File: src/mcu_pkg.sv
// Shared types for the vector memory control unit.
// Compiled first; other files refer to it by scoped names.

`default_nettype none

package mcu_pkg;

  ////////////////////
  // Configuration
  ////////////////////

  // Vector configuration of a request as issued by the scheduler
  typedef struct packed {
    logic [2:0] sew;
    logic [2:0] lmul;
    logic [2:0] mem_width;
  } vtype_t;

  // Decoded configuration held for one transfer
  typedef struct packed {
    logic [2:0] data_sew;
    logic [2:0] data_lmul;
  } mem_cfg_t;

  ////////////////////
  // Data buffers
  ////////////////////

  // Controls toward one data buffer
  typedef struct packed {
    logic wen;
    logic ren;
    logic read_stall;
  } buff_ctrl_t;

  // Status reported back by a data buffer
  typedef struct packed {
    logic not_empty;
    logic write_done;
    logic read_done;
  } buff_status_t;

  // Cycles from read enable to data at the buffer output
  localparam integer BUFF_RD_LAT_DEF = 2;

  ////////////////////
  // FSM states
  ////////////////////

  typedef enum logic [1:0] {
    st_idle,
    st_fill,
    st_drain
  } store_state_e;

  typedef enum logic [1:0] {
    ld_idle,
    ld_fill,
    ld_drain
  } load_state_e;

endpackage

`default_nettype wire

File: src/mcu_cfg_decode.sv
// EMUL lookup for unit-stride accesses.
// Maps a request's SEW, LMUL and memory width onto the data SEW and data LMUL.

`default_nettype none

module mcu_cfg_decode (
  input  mcu_pkg::vtype_t   vtype_i,
  output mcu_pkg::mem_cfg_t cfg_o
);

  // Entry holds the data LMUL code, 0 for unsupported combinations
  function automatic logic [127:0][2:0] build_emul_tbl();
    logic [127:0][2:0] tbl;
    logic [1:0]        w_code;
    logic [2:0]        l_code;
    logic [1:0]        s_code;
    int                l_log2;
    int                res;
    for (int idx = 0; idx < 128; idx++) begin
      w_code = idx[6:5];
      l_code = idx[4:2];
      s_code = idx[1:0];
      // Fractional codes 5..7 stand for -3..-1
      l_log2 = (l_code > 3'd4) ? int'(l_code) - 8 : int'(l_code);
      res    = l_log2 + int'(w_code) - int'(s_code);
      if (s_code == 2'd3 || l_code == 3'd4 || res < -3 || res > 3) begin
        tbl[idx] = 3'd0;
      end else begin
        tbl[idx] = 3'(res);
      end
    end
    return tbl;
  endfunction

  localparam logic [127:0][2:0] EMUL_TBL = build_emul_tbl();

  logic [6:0] tbl_addr;

  // Index is width, lmul, sew from high to low
  assign tbl_addr = {vtype_i.mem_width[1:0], vtype_i.lmul, vtype_i.sew[1:0]};

  always_comb begin
    cfg_o.data_sew  = vtype_i.mem_width;
    cfg_o.data_lmul = EMUL_TBL[tbl_addr];
  end

endmodule

`default_nettype wire

File: src/mcu_load_ctrl.sv
// Unit-stride load sequencer.
// Fills the load buffer from the memory master, then drains it to the vector lane.

`default_nettype none

module mcu_load_ctrl #(
  parameter integer BUFF_RD_LAT = mcu_pkg::BUFF_RD_LAT_DEF
) (
  input  logic                  clk,
  input  logic                  rstn,
  input  logic                  mcu_ld_vld_i,
  input  mcu_pkg::mem_cfg_t     dec_cfg_i,
  output logic                  mcu_ld_rdy_o,
  output logic                  mcu_ld_buffered_o,
  output mcu_pkg::mem_cfg_t     load_cfg_o,
  output logic                  load_cfg_update_o,
  output logic                  load_cntr_rst_o,
  output mcu_pkg::buff_ctrl_t   ldbuff_ctrl_o,
  output logic                  ldbuff_flush_o,
  input  mcu_pkg::buff_status_t ldbuff_status_i,
  output logic                  ctrl_rstart_o,
  input  logic                  rd_tvalid_i,
  input  logic                  rd_tlast_i,
  output logic                  rd_tready_o,
  input  logic                  vlane_load_rdy_i,
  output logic                  vlane_load_dvalid_o,
  output logic                  vlane_load_last_o
);

  // Only the oldest stage still holds a beat
  localparam logic [BUFF_RD_LAT:0] DLY_LAST = {1'b1, {BUFF_RD_LAT{1'b0}}};

  mcu_pkg::load_state_e state_q, state_d;
  mcu_pkg::mem_cfg_t    cfg_q;
  logic                 ld_vld_q;
  logic                 cfg_save;
  logic                 rstart_lvl;
  logic                 rstart_q;
  logic                 lane_vld_push;
  logic [BUFF_RD_LAT:0] lane_vld_dly;

  ////////////////////
  // Registers
  ////////////////////

  always_ff @(posedge clk or negedge rstn) begin
    if (!rstn) begin
      state_q  <= mcu_pkg::ld_idle;
      ld_vld_q <= 1'b0;
      rstart_q <= 1'b0;
    end else begin
      state_q  <= state_d;
      ld_vld_q <= mcu_ld_vld_i;
      rstart_q <= rstart_lvl;
    end
  end

  always_ff @(posedge clk or negedge rstn) begin
    if (!rstn) begin
      cfg_q <= '0;
    end else if (cfg_save) begin
      cfg_q <= dec_cfg_i;
    end
  end

  assign load_cfg_o = cfg_q;

  // Rising edge of the fill level starts the read burst
  assign ctrl_rstart_o = rstart_lvl && !rstart_q;

  always_ff @(posedge clk or negedge rstn) begin
    if (!rstn) begin
      lane_vld_dly <= '0;
    end else if (!ldbuff_ctrl_o.read_stall) begin
      lane_vld_dly <= {lane_vld_dly[BUFF_RD_LAT-1:0], lane_vld_push};
    end
  end

  assign vlane_load_dvalid_o = ldbuff_status_i.read_done ? lane_vld_dly[BUFF_RD_LAT]
                                                         : lane_vld_dly[BUFF_RD_LAT-1];
  assign vlane_load_last_o   = (lane_vld_dly == DLY_LAST);
  assign ldbuff_flush_o      = (lane_vld_dly == '0);

  ////////////////////
  // FSM
  ////////////////////

  always_comb begin
    state_d           = state_q;
    cfg_save          = 1'b0;
    mcu_ld_rdy_o      = 1'b0;
    mcu_ld_buffered_o = 1'b0;
    load_cfg_update_o = 1'b0;
    load_cntr_rst_o   = 1'b0;
    ldbuff_ctrl_o     = '0;
    rstart_lvl        = 1'b0;
    rd_tready_o       = 1'b0;
    lane_vld_push     = 1'b0;

    case (state_q)
      mcu_pkg::ld_idle: begin
        mcu_ld_rdy_o = 1'b1;
        if (ld_vld_q) begin
          mcu_ld_rdy_o      = 1'b0;
          load_cfg_update_o = 1'b1;
          load_cntr_rst_o   = 1'b1;
          state_d           = mcu_pkg::ld_fill;
        end else if (mcu_ld_vld_i) begin
          cfg_save = 1'b1;
        end
      end

      mcu_pkg::ld_fill: begin
        rstart_lvl        = 1'b1;
        rd_tready_o       = 1'b1;
        ldbuff_ctrl_o.wen = rd_tvalid_i;
        if (rd_tlast_i) begin
          // Burst complete, pre-read the first beat
          mcu_ld_buffered_o = 1'b1;
          ldbuff_ctrl_o.ren = 1'b1;
          lane_vld_push     = 1'b1;
          state_d           = mcu_pkg::ld_drain;
        end
      end

      mcu_pkg::ld_drain: begin
        ldbuff_ctrl_o.ren = 1'b1;
        lane_vld_push     = 1'b1;
        if (ldbuff_status_i.read_done && vlane_load_rdy_i) begin
          ldbuff_ctrl_o.ren = 1'b0;
          lane_vld_push     = 1'b0;
          if (vlane_load_last_o) begin
            state_d = mcu_pkg::ld_idle;
          end
        end
        if (!vlane_load_rdy_i) begin
          ldbuff_ctrl_o.read_stall = 1'b1;
          ldbuff_ctrl_o.ren        = 1'b0;
        end
      end

      default: state_d = mcu_pkg::ld_idle;
    endcase
  end

endmodule

`default_nettype wire

File: src/mcu_store_ctrl.sv
// Unit-stride store sequencer.
// Fills the store buffer from the vector lane, then drains it to the memory master.

`default_nettype none

module mcu_store_ctrl #(
  parameter integer BUFF_RD_LAT = mcu_pkg::BUFF_RD_LAT_DEF
) (
  input  logic                  clk,
  input  logic                  rstn,
  input  logic                  mcu_st_vld_i,
  input  mcu_pkg::mem_cfg_t     dec_cfg_i,
  output logic                  mcu_st_rdy_o,
  output mcu_pkg::mem_cfg_t     store_cfg_o,
  output logic                  store_cfg_update_o,
  output logic                  store_cntr_rst_o,
  output mcu_pkg::buff_ctrl_t   sbuff_ctrl_o,
  input  mcu_pkg::buff_status_t sbuff_status_i,
  input  logic                  vlane_store_dvalid_i,
  output logic                  vlane_store_rdy_o,
  output logic                  ctrl_wstart_o,
  input  logic                  ctrl_wdone_i,
  input  logic                  wr_tready_i,
  output logic                  wr_tvalid_o
);

  mcu_pkg::store_state_e state_q, state_d;
  mcu_pkg::mem_cfg_t     cfg_q;
  logic                  st_vld_q;
  logic                  cfg_save;
  logic                  wr_tvalid_push;
  logic [BUFF_RD_LAT:0]  wr_tvalid_dly;

  ////////////////////
  // Registers
  ////////////////////

  always_ff @(posedge clk or negedge rstn) begin
    if (!rstn) begin
      state_q  <= mcu_pkg::st_idle;
      st_vld_q <= 1'b0;
    end else begin
      state_q  <= state_d;
      st_vld_q <= mcu_st_vld_i;
    end
  end

  always_ff @(posedge clk or negedge rstn) begin
    if (!rstn) begin
      cfg_q <= '0;
    end else if (cfg_save) begin
      cfg_q <= dec_cfg_i;
    end
  end

  assign store_cfg_o = cfg_q;

  // Tracks reads in flight through the buffer output pipeline
  always_ff @(posedge clk or negedge rstn) begin
    if (!rstn) begin
      wr_tvalid_dly <= '0;
    end else if (!sbuff_ctrl_o.read_stall) begin
      wr_tvalid_dly <= {wr_tvalid_dly[BUFF_RD_LAT-1:0], wr_tvalid_push};
    end
  end

  // Last read of the buffer lands one stage later
  assign wr_tvalid_o = sbuff_status_i.read_done ? wr_tvalid_dly[BUFF_RD_LAT]
                                                : wr_tvalid_dly[BUFF_RD_LAT-1];

  ////////////////////
  // FSM
  ////////////////////

  always_comb begin
    state_d            = state_q;
    cfg_save           = 1'b0;
    mcu_st_rdy_o       = 1'b0;
    store_cfg_update_o = 1'b0;
    store_cntr_rst_o   = 1'b0;
    sbuff_ctrl_o       = '0;
    vlane_store_rdy_o  = 1'b0;
    ctrl_wstart_o      = 1'b0;
    wr_tvalid_push     = 1'b0;

    case (state_q)
      mcu_pkg::st_idle: begin
        mcu_st_rdy_o = 1'b1;
        if (st_vld_q) begin
          mcu_st_rdy_o       = 1'b0;
          store_cfg_update_o = 1'b1;
          store_cntr_rst_o   = 1'b1;
          state_d            = mcu_pkg::st_fill;
        end else if (mcu_st_vld_i) begin
          cfg_save = 1'b1;
        end
      end

      mcu_pkg::st_fill: begin
        vlane_store_rdy_o = 1'b1;
        sbuff_ctrl_o.wen  = vlane_store_dvalid_i;
        if (sbuff_status_i.write_done && vlane_store_dvalid_i) begin
          // Kick off the write and pre-read the first beat
          ctrl_wstart_o    = 1'b1;
          sbuff_ctrl_o.ren = 1'b1;
          wr_tvalid_push   = 1'b1;
          state_d          = mcu_pkg::st_drain;
        end
      end

      mcu_pkg::st_drain: begin
        sbuff_ctrl_o.ren = 1'b1;
        wr_tvalid_push   = 1'b1;
        if (sbuff_status_i.read_done && wr_tready_i) begin
          sbuff_ctrl_o.ren = 1'b0;
          wr_tvalid_push   = 1'b0;
        end
        if (!wr_tready_i) begin
          sbuff_ctrl_o.read_stall = 1'b1;
          sbuff_ctrl_o.ren        = 1'b0;
        end
        if (ctrl_wdone_i) begin
          state_d = mcu_pkg::st_idle;
        end
      end

      default: state_d = mcu_pkg::st_idle;
    endcase
  end

endmodule

`default_nettype wire

File: src/mcu_top.sv
// Memory control unit for the vector load/store path.
// Connects the config decoder and the store and load sequencers to the outside.

`default_nettype none

module mcu_top #(
  parameter integer VLEN        = 8192,
  parameter integer BUFF_RD_LAT = mcu_pkg::BUFF_RD_LAT_DEF
) (
  input  logic                    clk,
  input  logic                    rstn,
  // Scheduler
  input  mcu_pkg::vtype_t         mcu_vtype_i,
  input  logic [31:0]             mcu_vl_i,
  input  logic                    mcu_st_vld_i,
  output logic                    mcu_st_rdy_o,
  input  logic                    mcu_ld_vld_i,
  output logic                    mcu_ld_rdy_o,
  output logic                    mcu_ld_buffered_o,
  // Buffer array configuration
  output logic [$clog2(VLEN)-1:0] cfg_vl_o,
  output mcu_pkg::mem_cfg_t       store_cfg_o,
  output logic                    store_cfg_update_o,
  output logic                    store_cntr_rst_o,
  output mcu_pkg::mem_cfg_t       load_cfg_o,
  output logic                    load_cfg_update_o,
  output logic                    load_cntr_rst_o,
  // Data buffers
  output mcu_pkg::buff_ctrl_t     sbuff_ctrl_o,
  input  mcu_pkg::buff_status_t   sbuff_status_i,
  output mcu_pkg::buff_ctrl_t     ldbuff_ctrl_o,
  output logic                    ldbuff_flush_o,
  input  mcu_pkg::buff_status_t   ldbuff_status_i,
  // Vector lane
  input  logic                    vlane_store_dvalid_i,
  output logic                    vlane_store_rdy_o,
  input  logic                    vlane_load_rdy_i,
  output logic                    vlane_load_dvalid_o,
  output logic                    vlane_load_last_o,
  // Memory master, write side
  output logic                    ctrl_wstart_o,
  input  logic                    ctrl_wdone_i,
  output logic                    wr_tvalid_o,
  input  logic                    wr_tready_i,
  // Memory master, read side
  output logic                    ctrl_rstart_o,
  input  logic                    rd_tvalid_i,
  input  logic                    rd_tlast_i,
  output logic                    rd_tready_o
);

  mcu_pkg::mem_cfg_t dec_cfg;

  assign cfg_vl_o = mcu_vl_i[$clog2(VLEN)-1:0];

  mcu_cfg_decode u_cfg_decode (
    .vtype_i (mcu_vtype_i),
    .cfg_o   (dec_cfg)
  );

  mcu_store_ctrl #(
    .BUFF_RD_LAT (BUFF_RD_LAT)
  ) u_store_ctrl (
    .clk                  (clk),
    .rstn                 (rstn),
    .mcu_st_vld_i         (mcu_st_vld_i),
    .dec_cfg_i            (dec_cfg),
    .mcu_st_rdy_o         (mcu_st_rdy_o),
    .store_cfg_o          (store_cfg_o),
    .store_cfg_update_o   (store_cfg_update_o),
    .store_cntr_rst_o     (store_cntr_rst_o),
    .sbuff_ctrl_o         (sbuff_ctrl_o),
    .sbuff_status_i       (sbuff_status_i),
    .vlane_store_dvalid_i (vlane_store_dvalid_i),
    .vlane_store_rdy_o    (vlane_store_rdy_o),
    .ctrl_wstart_o        (ctrl_wstart_o),
    .ctrl_wdone_i         (ctrl_wdone_i),
    .wr_tready_i          (wr_tready_i),
    .wr_tvalid_o          (wr_tvalid_o)
  );

  mcu_load_ctrl #(
    .BUFF_RD_LAT (BUFF_RD_LAT)
  ) u_load_ctrl (
    .clk                 (clk),
    .rstn                (rstn),
    .mcu_ld_vld_i        (mcu_ld_vld_i),
    .dec_cfg_i           (dec_cfg),
    .mcu_ld_rdy_o        (mcu_ld_rdy_o),
    .mcu_ld_buffered_o   (mcu_ld_buffered_o),
    .load_cfg_o          (load_cfg_o),
    .load_cfg_update_o   (load_cfg_update_o),
    .load_cntr_rst_o     (load_cntr_rst_o),
    .ldbuff_ctrl_o       (ldbuff_ctrl_o),
    .ldbuff_flush_o      (ldbuff_flush_o),
    .ldbuff_status_i     (ldbuff_status_i),
    .ctrl_rstart_o       (ctrl_rstart_o),
    .rd_tvalid_i         (rd_tvalid_i),
    .rd_tlast_i          (rd_tlast_i),
    .rd_tready_o         (rd_tready_o),
    .vlane_load_rdy_i    (vlane_load_rdy_i),
    .vlane_load_dvalid_o (vlane_load_dvalid_o),
    .vlane_load_last_o   (vlane_load_last_o)
  );

endmodule

`default_nettype wire

File: config.mk
export PLATFORM = sky130hd
export DESIGN_NAME = mcu_top
export DESIGN_NICKNAME = d
export VERILOG_FILES = /design/src/mcu_pkg.sv /design/src/mcu_cfg_decode.sv /design/src/mcu_load_ctrl.sv /design/src/mcu_store_ctrl.sv /design/src/mcu_top.sv
export SDC_FILE = /design/constraint.sdc
export NUM_CORES = 1
export LEC_CHECK = 0
export BUFFER_PORTS_ARGS = -buffer_cell sky130_fd_sc_hd__buf_2
export CORE_MARGIN = 1
export CORE_UTILIZATION = 30
export CTS_CLUSTER_SIZE = 10
export DETAILED_ROUTE_END_ITERATION = 10
export SYNTH_ARGS = -nofsm -noshare
export SYNTH_HDL_FRONTEND = slang
export SYNTH_SLANG_ARGS = --single-unit
File: constraint.sdc
create_clock -name clk -period 1.6 [get_ports clk]
set_input_delay 0.32 -clock clk [delete_from_list [all_inputs] [get_ports clk]]
set_output_delay 0.32 -clock clk [all_outputs]
set_load 0.02 [all_outputs]
==> run_results.csv, run 1 <==
group,metric,value,unit
run_status,status,"complete, but fails checks",
run_status,violations,"setup timing",
cts,ctsHoldBuffers,0,
cts,cts_tree,"done",
synth,ys_top_cells_by_area,"dfrtp_1 34%, ha_1 11%, mux2_2 8.5%, buf_4 6.0%, nor2b_1 4.7%",
synth,ys_ff_latch,25,
die,fp.coreArea,5956,sq um
routing,drt_pre_antenna_iters,4,
layout,syn_to_final_growth,52.95,%
worst_setup_path,timing_worst_setup_path_type,"reg2out",
synth,synth_common_cells,"25 x dfrtp_1, 17 x nand2_1, 16 x ha_1",
die,start_util,31.30,%
timing,setup_viol_count_final,12,
routing,wl_per_cell,13.59,microns
worst_setup_path,cp-start-kind,"register",
die,die_w,80.83,microns
worst_setup_path,critical_path_arrival,1.41,ns
layout,seqCellArea,625.6,sq um
timing,hold_viol,0,
synth,synth_area_per_cell,9.368,sq um
routing,wl_met1,2072,microns
die,die_y,80.83,microns
worst_setup_path,path_max_fanout,3,
placement,gp_congestion,0.8320,
timing,slew_headroom,63.37,%
placement,detailed_place_hpwl,3378,microns
grt,grt_pass1_vias,1631,
timing,holdWs,0.03041,ns
pwr,p_sw,1.650,mW
grt,grt_use_total,14.34,%
timing,rsz0062_at_grt,"true",
cts,htreeDepth,1,
cts,clock_latency,0.26,ns
synth,synth_edf_count,0,
pwr,power_per_cell_area,1431,nW/um^2
cts,cts_buffers,3,
layout,multi_input_area,1277,sq um
grt,grt_pass1_wl,7403,microns
die,fp.dieArea,6533,sq um
pwr,sw_frac_of_total,40.42,%
routing,dr.max_layer_used,"met4",
routing,drt-initial-drc-count,99,
timing,slew_viol_final,0,
synth,synth_warnings,0,
synth,synth_nets,272,
layout,nFillCells,546,
worst_setup_path,crit_required,1.28,ns
hold_path,hp-class,"in2async",
pwr,p_seq_share,25.9,%
routing,wl_met3,243,microns
timing,timing.fmax,578.6,MHz
die,ios,103,
routing,routed_via_density,4.851,
timing,fin_crit,1.728,ns
cts,cts.sinks,25,
job,cap_viol_max_count,0,
pwr,p_leak,1.354,nW
grt,gr-total-overflow,0,
cts,clockRootBuffer,"clkbuf_8",
grt,grt_max_degree,26,
routing,ant_nets,0,
pwr,finalPower,4.082,mW
routing,drc,0,
synth,ys.flop_type,"dfrtp_1",
synth,yosysSeqAreaShare,33.56,%
synth,synth_cells,199,
synth,synthDistinctLibCells,45,
pwr,vdd_drop_max,0.9164,mV
layout,utilization,47.88,%
cts,cts_buffer_depth,2,
timing,fin_skew,0.004016,ns
synth,synth_top_area_share,33.56,%
pwr,pwr-share-comb,65.1,%
pwr,power.internal,2.432,mW
synth,async_flop_share,100.0,%
die,rows,28,
layout,layout-drive-gt1-share,57.14,%
routing,vias,1722,
worst_setup_path,cp-end-kind,"output port",
timing,max_slew.worst_pin.slew,0.5495,ns
layout,diodes,0,
routing,wl_met2,2445,microns
grt,grt_antenna_before_repair,0,
pwr,clkPwrFrac,9.0,%
routing,drt_wl_total,4824,microns
placement,portBuffers,53,
synth,synth_area_leader_cell,"dfrtp_1",
timing,finalWorstSetupSlack,-0.1284,ns
synth,syn-cell-area,1864,sq um
layout,nets,354,
timing,finalCritPeriodShare,108.0,%
placement,preCtsSetupSlack,-0.3800,ns
synth,yosysMostFrequentCell,"dfrtp_1",
cts,clk_pin_slew,0.08,ns
power by group through the flow:
stage / combinational, mW / clock [mW] / sequential, mW
floorplan: 1.14 / 0 / 1.21
global placement: 1.94 / 0 / 1.04
detailed placement: 1.96 / 0 / 1.05
CTS: 2.37 / 0.378 / 1.06
global route: 2.87 / 0.405 / 1.09
finish: 2.66 / 0.367 / 1.06
layer usage:
metal | vias to the layer above | GRT usage [%]
li1 | 854 | -
met1 | 812 | 17.83
met2 | 48 | 25.29
met3 | 8 | 2.472
met4 | 0 | 3.929
met5 | - | 0
worst max-delay path, cell delays in order, from the launching register on:
cell and delay, ns:
dfrtp_1 0.42, inv_2 0.10, ha_4 0.17, and2_4 0.13
o21a_1 0.19, buf_6 0.13
stage by stage:
stage | setup TNS (ns) | instances | area [sq um]
finish | -0.6292 | 355 | 2851
detailed placement | -1.733 | 336 | 2417
CTS | -0.3865 | 349 | 2703
floorplan | -0.3897 | 199 | 1961
global route | -1.587 | 355 | 2851
global placement | -1.666 | 336 | 2417
state kept, by name (all words and copies together), names as in the netlist:
register and flops:
u_load_ctrl.rstart_q 1, u_store_ctrl.store_cfg_o 6, u_load_ctrl.lane_vld_dly 3, u_load_ctrl.load_cfg_o 6, u_load_ctrl.ld_vld_q 1, u_store_ctrl.st_vld_q 1, u_store_ctrl.state_q 2, u_store_ctrl.wr_tvalid_dly 3
u_load_ctrl.state_q 2
final cells by class:
| type | instances | area share, % |
|---|---|---|
| sequential | 25 | 21.94 |
| timing repair buffer | 100 | 26.02 |
| multi-input combinational | 138 | 44.80 |
| tap | 75 | 3.291 |
| inverter | 13 | 2.369 |
| clock buffer | 4 | 1.580 |
repair_timing:
item / 4_1_cts / 5_1_grt
setup endpoints to repair: 17 / 28
endpoints found under the hold margin: 0 / 0
gates resized for setup: 46 / 26
setup buffers: 9 / 6
pin swaps: 5 / 3
cells in the final DEF (no fill, tap or decap), types with 4 or more instances in the layout:
cell type	n
buf_4	47
nor2b_1	7
nor2_1	4
dfrtp_1	25
o21ai_0	12
buf_2	36
buf_6	15
inv_2	5
nand2_1	15
inv_1	6
ha_1	7
ha_4	8
nor2b_4	6
nor3_1	4
mux2_2	12
worst paths after layout:
path	startpoint	to	slack [ns]	cells past startpoint
max in group asynchronous	rstn	u_store_ctrl.state_q[0]	1.20	1
min in group clk	mcu_st_vld_i	u_store_ctrl.st_vld_q	0.19	1
hold / removal	rstn	u_load_ctrl.lane_vld_dly[0]	0.03	1
setup / recovery	u_load_ctrl.state_q[1]	ldbuff_ctrl_o[1]	-0.13	5
setup reg to reg	u_load_ctrl.state_q[0]	u_load_ctrl.load_cfg_o[2]	0.07	6
hold reg to reg	u_load_ctrl.load_cfg_o[1]	u_load_ctrl.load_cfg_o[1]	0.48	2
cells by family (layout without fill, tap and decap cells):
family	Yosys count	after routing	share of synthesized area (%)
muxes	15	15	8.993
AOI/OAI and AO/OA	47	47	18.26
DFF	25	25	33.56
adders and majority gates	16	16	10.74
and+or+nand+nor	60	60	17.52
buffers and inverters	36	117	10.94
(Power assumes the default switching activity.)
==> inputs of run 2 (changes only) <==
Clock period 1.6 ns to 1.8 ns, I/O delays scaled along.
==> run 2 against run 1 <==
Net effect:
- the run now ends clean
- sequential share of layout area grew 3.2 points
- sequential power fell by 11%
- clock power is 11% lower
- combinational power shrank 33%
- non-clock buffer count down 18
- core utilization decreased by 6.0 points
- via count is 5.6% lower
- design area is 13% lower
- worst hold slack improved by 0.040 ns
- sequential cell count unchanged
- die area unchanged
==> run_results.csv, run 2 (same netlist as run 1, synthesis figures left out) <==
group,metric,value,unit
run_status,status,"completed",
grt,grt_pass1_wl,6768,microns
worst_setup_path,crit_required,1.44,ns
routing,drt_pre_antenna_iters,4,
layout,nets,336,
job,cap_viol_max_count,0,
die,fp.coreArea,5956,sq um
timing,slew_viol_final,0,
timing,holdWs,0.07068,ns
timing,setup_viol_count_final,0,
layout,syn_to_final_growth,33.76,%
timing,timing.fmax,572.9,MHz
timing,hold_viol,0,
routing,drt-initial-drc-count,79,
grt,grt_max_degree,26,
cts,htreeDepth,1,
hold_path,hp-class,"in2async",
cts,ctsHoldBuffers,0,
routing,wl_per_cell,12.25,microns
cts,cts_tree,"done",
cts,cts.sinks,25,
placement,detailed_place_hpwl,3294,microns
grt,grt_pass1_vias,1539,
worst_setup_path,cp_num_cells,5,
worst_setup_path,critPathBufInv,2,
cts,cts_buffer_depth,2,
grt,gr-total-overflow,0,
pwr,power_per_cell_area,1227,nW/um^2
pwr,vdd_drop_max,0.7983,mV
placement,portBuffers,53,
worst_setup_path,cp_slowest_cell,"dfrtp_1",
worst_setup_path,reg2reg_depth,5,
die,die_w,80.83,microns
routing,routed_via_density,4.822,
worst_setup_path,cp-start-kind,"register",
die,start_util,31.30,%
pwr,finalPower,3.059,mW
layout,diodes,0,
worst_setup_path,cp-end-kind,"output port",
cts,clock_latency,0.26,ns
grt,grt_antenna_before_repair,0,
worst_setup_path,path_max_fanout,6,
timing,finalCritPeriodShare,96.98,%
die,fp.dieArea,6533,sq um
timing,fin_skew,0.002517,ns
grt,grt_use_total,13.13,%
timing,fin_crit,1.746,ns
routing,ant_nets,0,
layout,mostFrequentLayoutCells,"52 x buf_2, 27 x buf_4, 24 x dfrtp_1",
routing,vias,1625,
timing,max_slew.worst_pin.slew,0.5451,ns
routing,drc,0,
worst_setup_path,max_stage_delay,0.40,ns
layout,layout-drive-gt1-share,50.38,%
die,ios,103,
timing,slew_headroom,63.66,%
worst_setup_path,critical_path_arrival,1.39,ns
routing,drt_wl_total,4128,microns
cts,clk_pin_slew,0.08,ns
worst_setup_path,path_delay_family,"flip-flops",
placement,gp_congestion,0.8502,
timing,rsz0062_at_grt,"true",
worst_setup_path,timing_worst_setup_path_type,"reg2out",
cts,cts_buffers,3,
cts,clockRootBuffer,"clkbuf_8",
die,die_y,80.83,microns
worst_setup_path,crit_chain,"inv_2 -> ha_4 -> and2_4 -> o21a_1 -> buf_2",
die,rows,28,
layout,layout_commonest_cell,"buf_2",
pwr,p_leak,1.201,nW
run 2: cell count changes in the layout (fill, tap and decap cells not counted), moves of 4 or more:
| cell | delta |
|---|---|
| buf_4 | -20 |
| buf_2 | +16 |
| buf_6 | -13 |
| nor2b_4 | -4 |
run 2: area by class of cell:
type	count	area, sq um
clock buffers	4	45.04
repair buffers	82	505.5
multi-input cells	138	1169
fillers	604	3462
flip-flops and latches	25	626.9
well taps	75	93.84
inverters	13	53.80
run 2: power by group:
part	internal [mW]	switching, mW	total [mW]
combinational	0.798	0.992	1.79
sequential	0.791	0.152	0.943
clock	0.158	0.166	0.325
total	1.75	1.31	3.06
run 2: layer usage:
layer / vias up / track usage (%) / routed length [microns]
met1: 763 / 17.00 / 1947
li1: 817 / - / -
met5: - / 0 / 0
met4: 0 / 4.821 / 58
met3: 4 / 1.461 / 211
met2: 41 / 22.35 / 1911
run 2: stage by stage:
stage          setup slack, ns  util (%)  std cells  setup TNS [ns]  instance area (sq um)
4_1_cts               0.004181     40.38        333               0                   2405
2_1_floorplan         -0.02040         -        199        -0.04080                   1887
6_report               0.05440     41.87        337               0                   2494
3_5_place_dp           -0.2453     38.21        327          -1.212                   2276
5_1_grt               -0.02152     41.87        337        -0.02839                   2494
3_3_place_gp           -0.2489     38.21        327          -1.189                   2276
run 2: what timing repair did:
item,in CTS,in global routing
cloned,0,0
setup buffers,2,4
resized for setup,20,14
endpoints found under the hold margin,0,0
pin swaps,0,1
setup endpoints to repair,5,12
run 2: final timing paths:
path / from / endpoint / slack, ns
setup / recovery: u_load_ctrl.state_q[1] / ldbuff_ctrl_o[1] / 0.05
hold / removal: rstn / u_load_ctrl.lane_vld_dly[1] / 0.07
setup reg to reg: u_load_ctrl.state_q[0] / u_load_ctrl.load_cfg_o[0] / 0.20
hold reg to reg: u_store_ctrl.store_cfg_o[3] / u_store_ctrl.store_cfg_o[3] / 0.48
max in group asynchronous: rstn / u_load_ctrl.state_q[0] / 1.34
min in group clk: mcu_st_vld_i / u_store_ctrl.st_vld_q / 0.21
==> inputs of run 3 (changes only) <==
Settings changed: CAP_MARGIN set to 20, CORE_UTILIZATION 30 to 45, PLACE_DENSITY set to 0.81.
Clock period 1.8 ns to 1.9 ns, I/O delays scaled along.
==> run 3 against run 2 <==
Net effect:
- non-clock buffer count down 10
- sequential cell count stayed put
- first-iteration DRC count rose by 56%
- clock power shrank 6.5%
- total power shrank 11%
- die area decreased by 33%
- sequential share of layout area is 2.3 points higher
- global-route usage increased by 5.7 points
- cell count decreased by 10%
- via count grew 0.80%
- core utilization grew 15 points
- clock-buffer cell count decreased by 1
==> run_results.csv, run 3 (same netlist as run 1, synthesis figures left out) <==
group,metric,value,unit
cts,cts_buffer_depth,2,
die,die_w,66.37,microns
timing,fin_setup_tns,0,ns
layout,mostFrequentLayoutCells,"51 x buf_2, 25 x dfrtp_1, 21 x buf_4",
routing,drt-initial-drc-count,123,
cts,htreeDepth,1,
pwr,vdd_drop_max,0.4533,mV
cts,cts_tree,"done",
grt,grt_antenna_before_repair,0,
pwr,p_seq_share,32.2,%
worst_setup_path,crit_required,1.52,ns
grt,grt_use_met2,34.69,%
timing,finalCritPeriodShare,97.05,%
worst_setup_path,critical_path_arrival,1.46,ns
layout,nets,326,
layout,layout-drive-gt1-share,45.63,%
placement,detailed_place_hpwl,3127,microns
routing,drt_wl_total,4141,microns
pwr,pwr-share-comb,56.7,%
worst_setup_path,path_max_fanout,6,
timing,rsz0062_at_grt,"true",
placement,portBuffers,53,
cts,clockRootBuffer,"clkbuf_8",
worst_setup_path,cp-start-kind,"register",
routing,drt_pre_antenna_iters,4,
timing,slew_headroom,64.37,%
grt,grt_pass1_vias,1490,
die,ios,103,
timing,slew_viol_final,0,
cts,cts_buffers,3,
timing,setup_viol_count_final,0,
layout,fin_area,2280,sq um
placement,dp.cells,294,
routing,wl_per_cell,13.71,microns
routing,routed_via_density,5.424,
layout,diodes,0,
placement,place_area,2157,sq um
pwr,p_sw,1.182,mW
routing,vias,1638,
job,cap_viol_max_count,0,
cts,clk_pin_slew,0.08,ns
timing,fin_crit,1.844,ns
worst_setup_path,timing_worst_setup_path_type,"reg2out",
placement,gp_congestion,0.9216,
hold_path,hp-class,"in2async",
grt,grt_max_degree,26,
die,start_util,46.61,%
timing,fin_skew,0.004311,ns
grt,use_met1,21.32,%
pwr,p_leak,1.135,nW
grt,top_usage_layer,"met2",
routing,ant_nets,0,
timing,timing.fmax,542.3,MHz
timing,hold_viol,0,
layout,finalNonFillerCells,302,
grt,grt_pass1_wl,6403,microns
cts,cts.sinks,25,
die,die_y,66.37,microns
layout,layout_commonest_cell,"buf_2",
worst_setup_path,crit_chain,"inv_2 -> ha_2 -> and2_1 -> o21a_1 -> buf_2",
pwr,finalPower,2.732,mW
grt,gr-total-overflow,0,
worst_setup_path,path_delay_family,"flip-flops",
pwr,power_per_cell_area,1198,nW/um^2
routing,drc,0,
layout,utilization,56.99,%
die,rows,23,
worst_setup_path,critPathBufInv,2,
worst_setup_path,max_stage_delay,0.41,ns
cts,ctsHoldBuffers,0,
die,fp.coreArea,4000,sq um
pwr,clkPwrFrac,11.1,%
pwr,sw_frac_of_total,43.26,%
layout,nFillCells,352,
worst_setup_path,cp-end-kind,"output port",
pwr,power.internal,1.550,mW
timing,max_slew.worst_pin.slew,0.5344,ns
die,fp.dieArea,4404,sq um
layout,syn_to_final_growth,22.28,%
run_status,status,"completed",
grt,grt_use_total,18.80,%
worst_setup_path,cp_slowest_cell,"dfrtp_1",
grt,grt_use_met3,3.793,%
cts,clock_latency,0.26,ns
==> run 3: cell count changes in the layout (fill, tap and decap cells not counted), moves of 2 or more <==
cell | before | now
buf_4 | 27 | 21
buf_6 | 2 | 0
ha_2 | 1 | 6
ha_4 | 5 | 0
inv_4 | 2 | 0
nor2b_1 | 8 | 11
nor2b_4 | 2 | 0
==> run 3: final timing paths <==
path	start	endpoint	slack, ns	cells after the start
hold / removal	rstn	u_load_ctrl.lane_vld_dly[1]	0.09	1
hold reg to reg	u_store_ctrl.store_cfg_o[1]	u_store_ctrl.store_cfg_o[1]	0.48	2
max in group asynchronous	rstn	u_store_ctrl.state_q[0]	1.45	1
setup reg to reg	u_load_ctrl.state_q[0]	u_load_ctrl.state_q[1]	0.25	7
min in group clk	mcu_ld_vld_i	u_load_ctrl.ld_vld_q	0.24	1
setup / recovery	u_load_ctrl.state_q[1]	ldbuff_ctrl_o[1]	0.06	5
==> run 3: power by group through the flow <==
stage               sequential (mW)  combinational (mW)  clock [mW]
floorplan                      1.01               0.900           0
global placement              0.872                1.43           0
detailed placement            0.885                1.47           0
finish                        0.880                1.55       0.304
CTS                           0.878                1.48       0.310
global route                  0.907                1.71       0.336
==> run 3: metrics by stage <==
stage | hold slack [ns] | setup WS, ns
2_1_floorplan | 0.08441 | 0.02112
3_3_place_gp | 0.3921 | -0.2093
3_5_place_dp | 0.3947 | -0.2604
4_1_cts | 0.1097 | 0.002944
5_1_grt | 0.1208 | -0.01276
6_report | 0.08534 | 0.05601
==> run 3: area by class of cell <==
type                            count  area, sq um  area share (%)
Tap cell                           50        62.56           2.744
Multi-Input combinational cell    138         1084           47.53
Inverter                           13        48.80           2.141
Clock buffer                        3        41.29           1.811
Sequential cell                    25        625.6           27.44
Clock inverter                      1        5.005          0.2195
Timing Repair Buffer               72        412.9           18.11
==> run 3: routing by layer <==
| metal | part of all wire [%] | up-vias |
|---|---|---|
| met3 | 6.1 | 6 |
| met2 | 52 | 63 |
| li1 | - | 792 |
| met5 | 0 | - |
| met1 | 40 | 777 |
| met4 | 1.3 | 0 |
==> run 3: timing repair <==
item	4_1_cts	5_1_grt
resized for setup	3	16
endpoints found under the setup margin	4	10
setup buffers	0	4
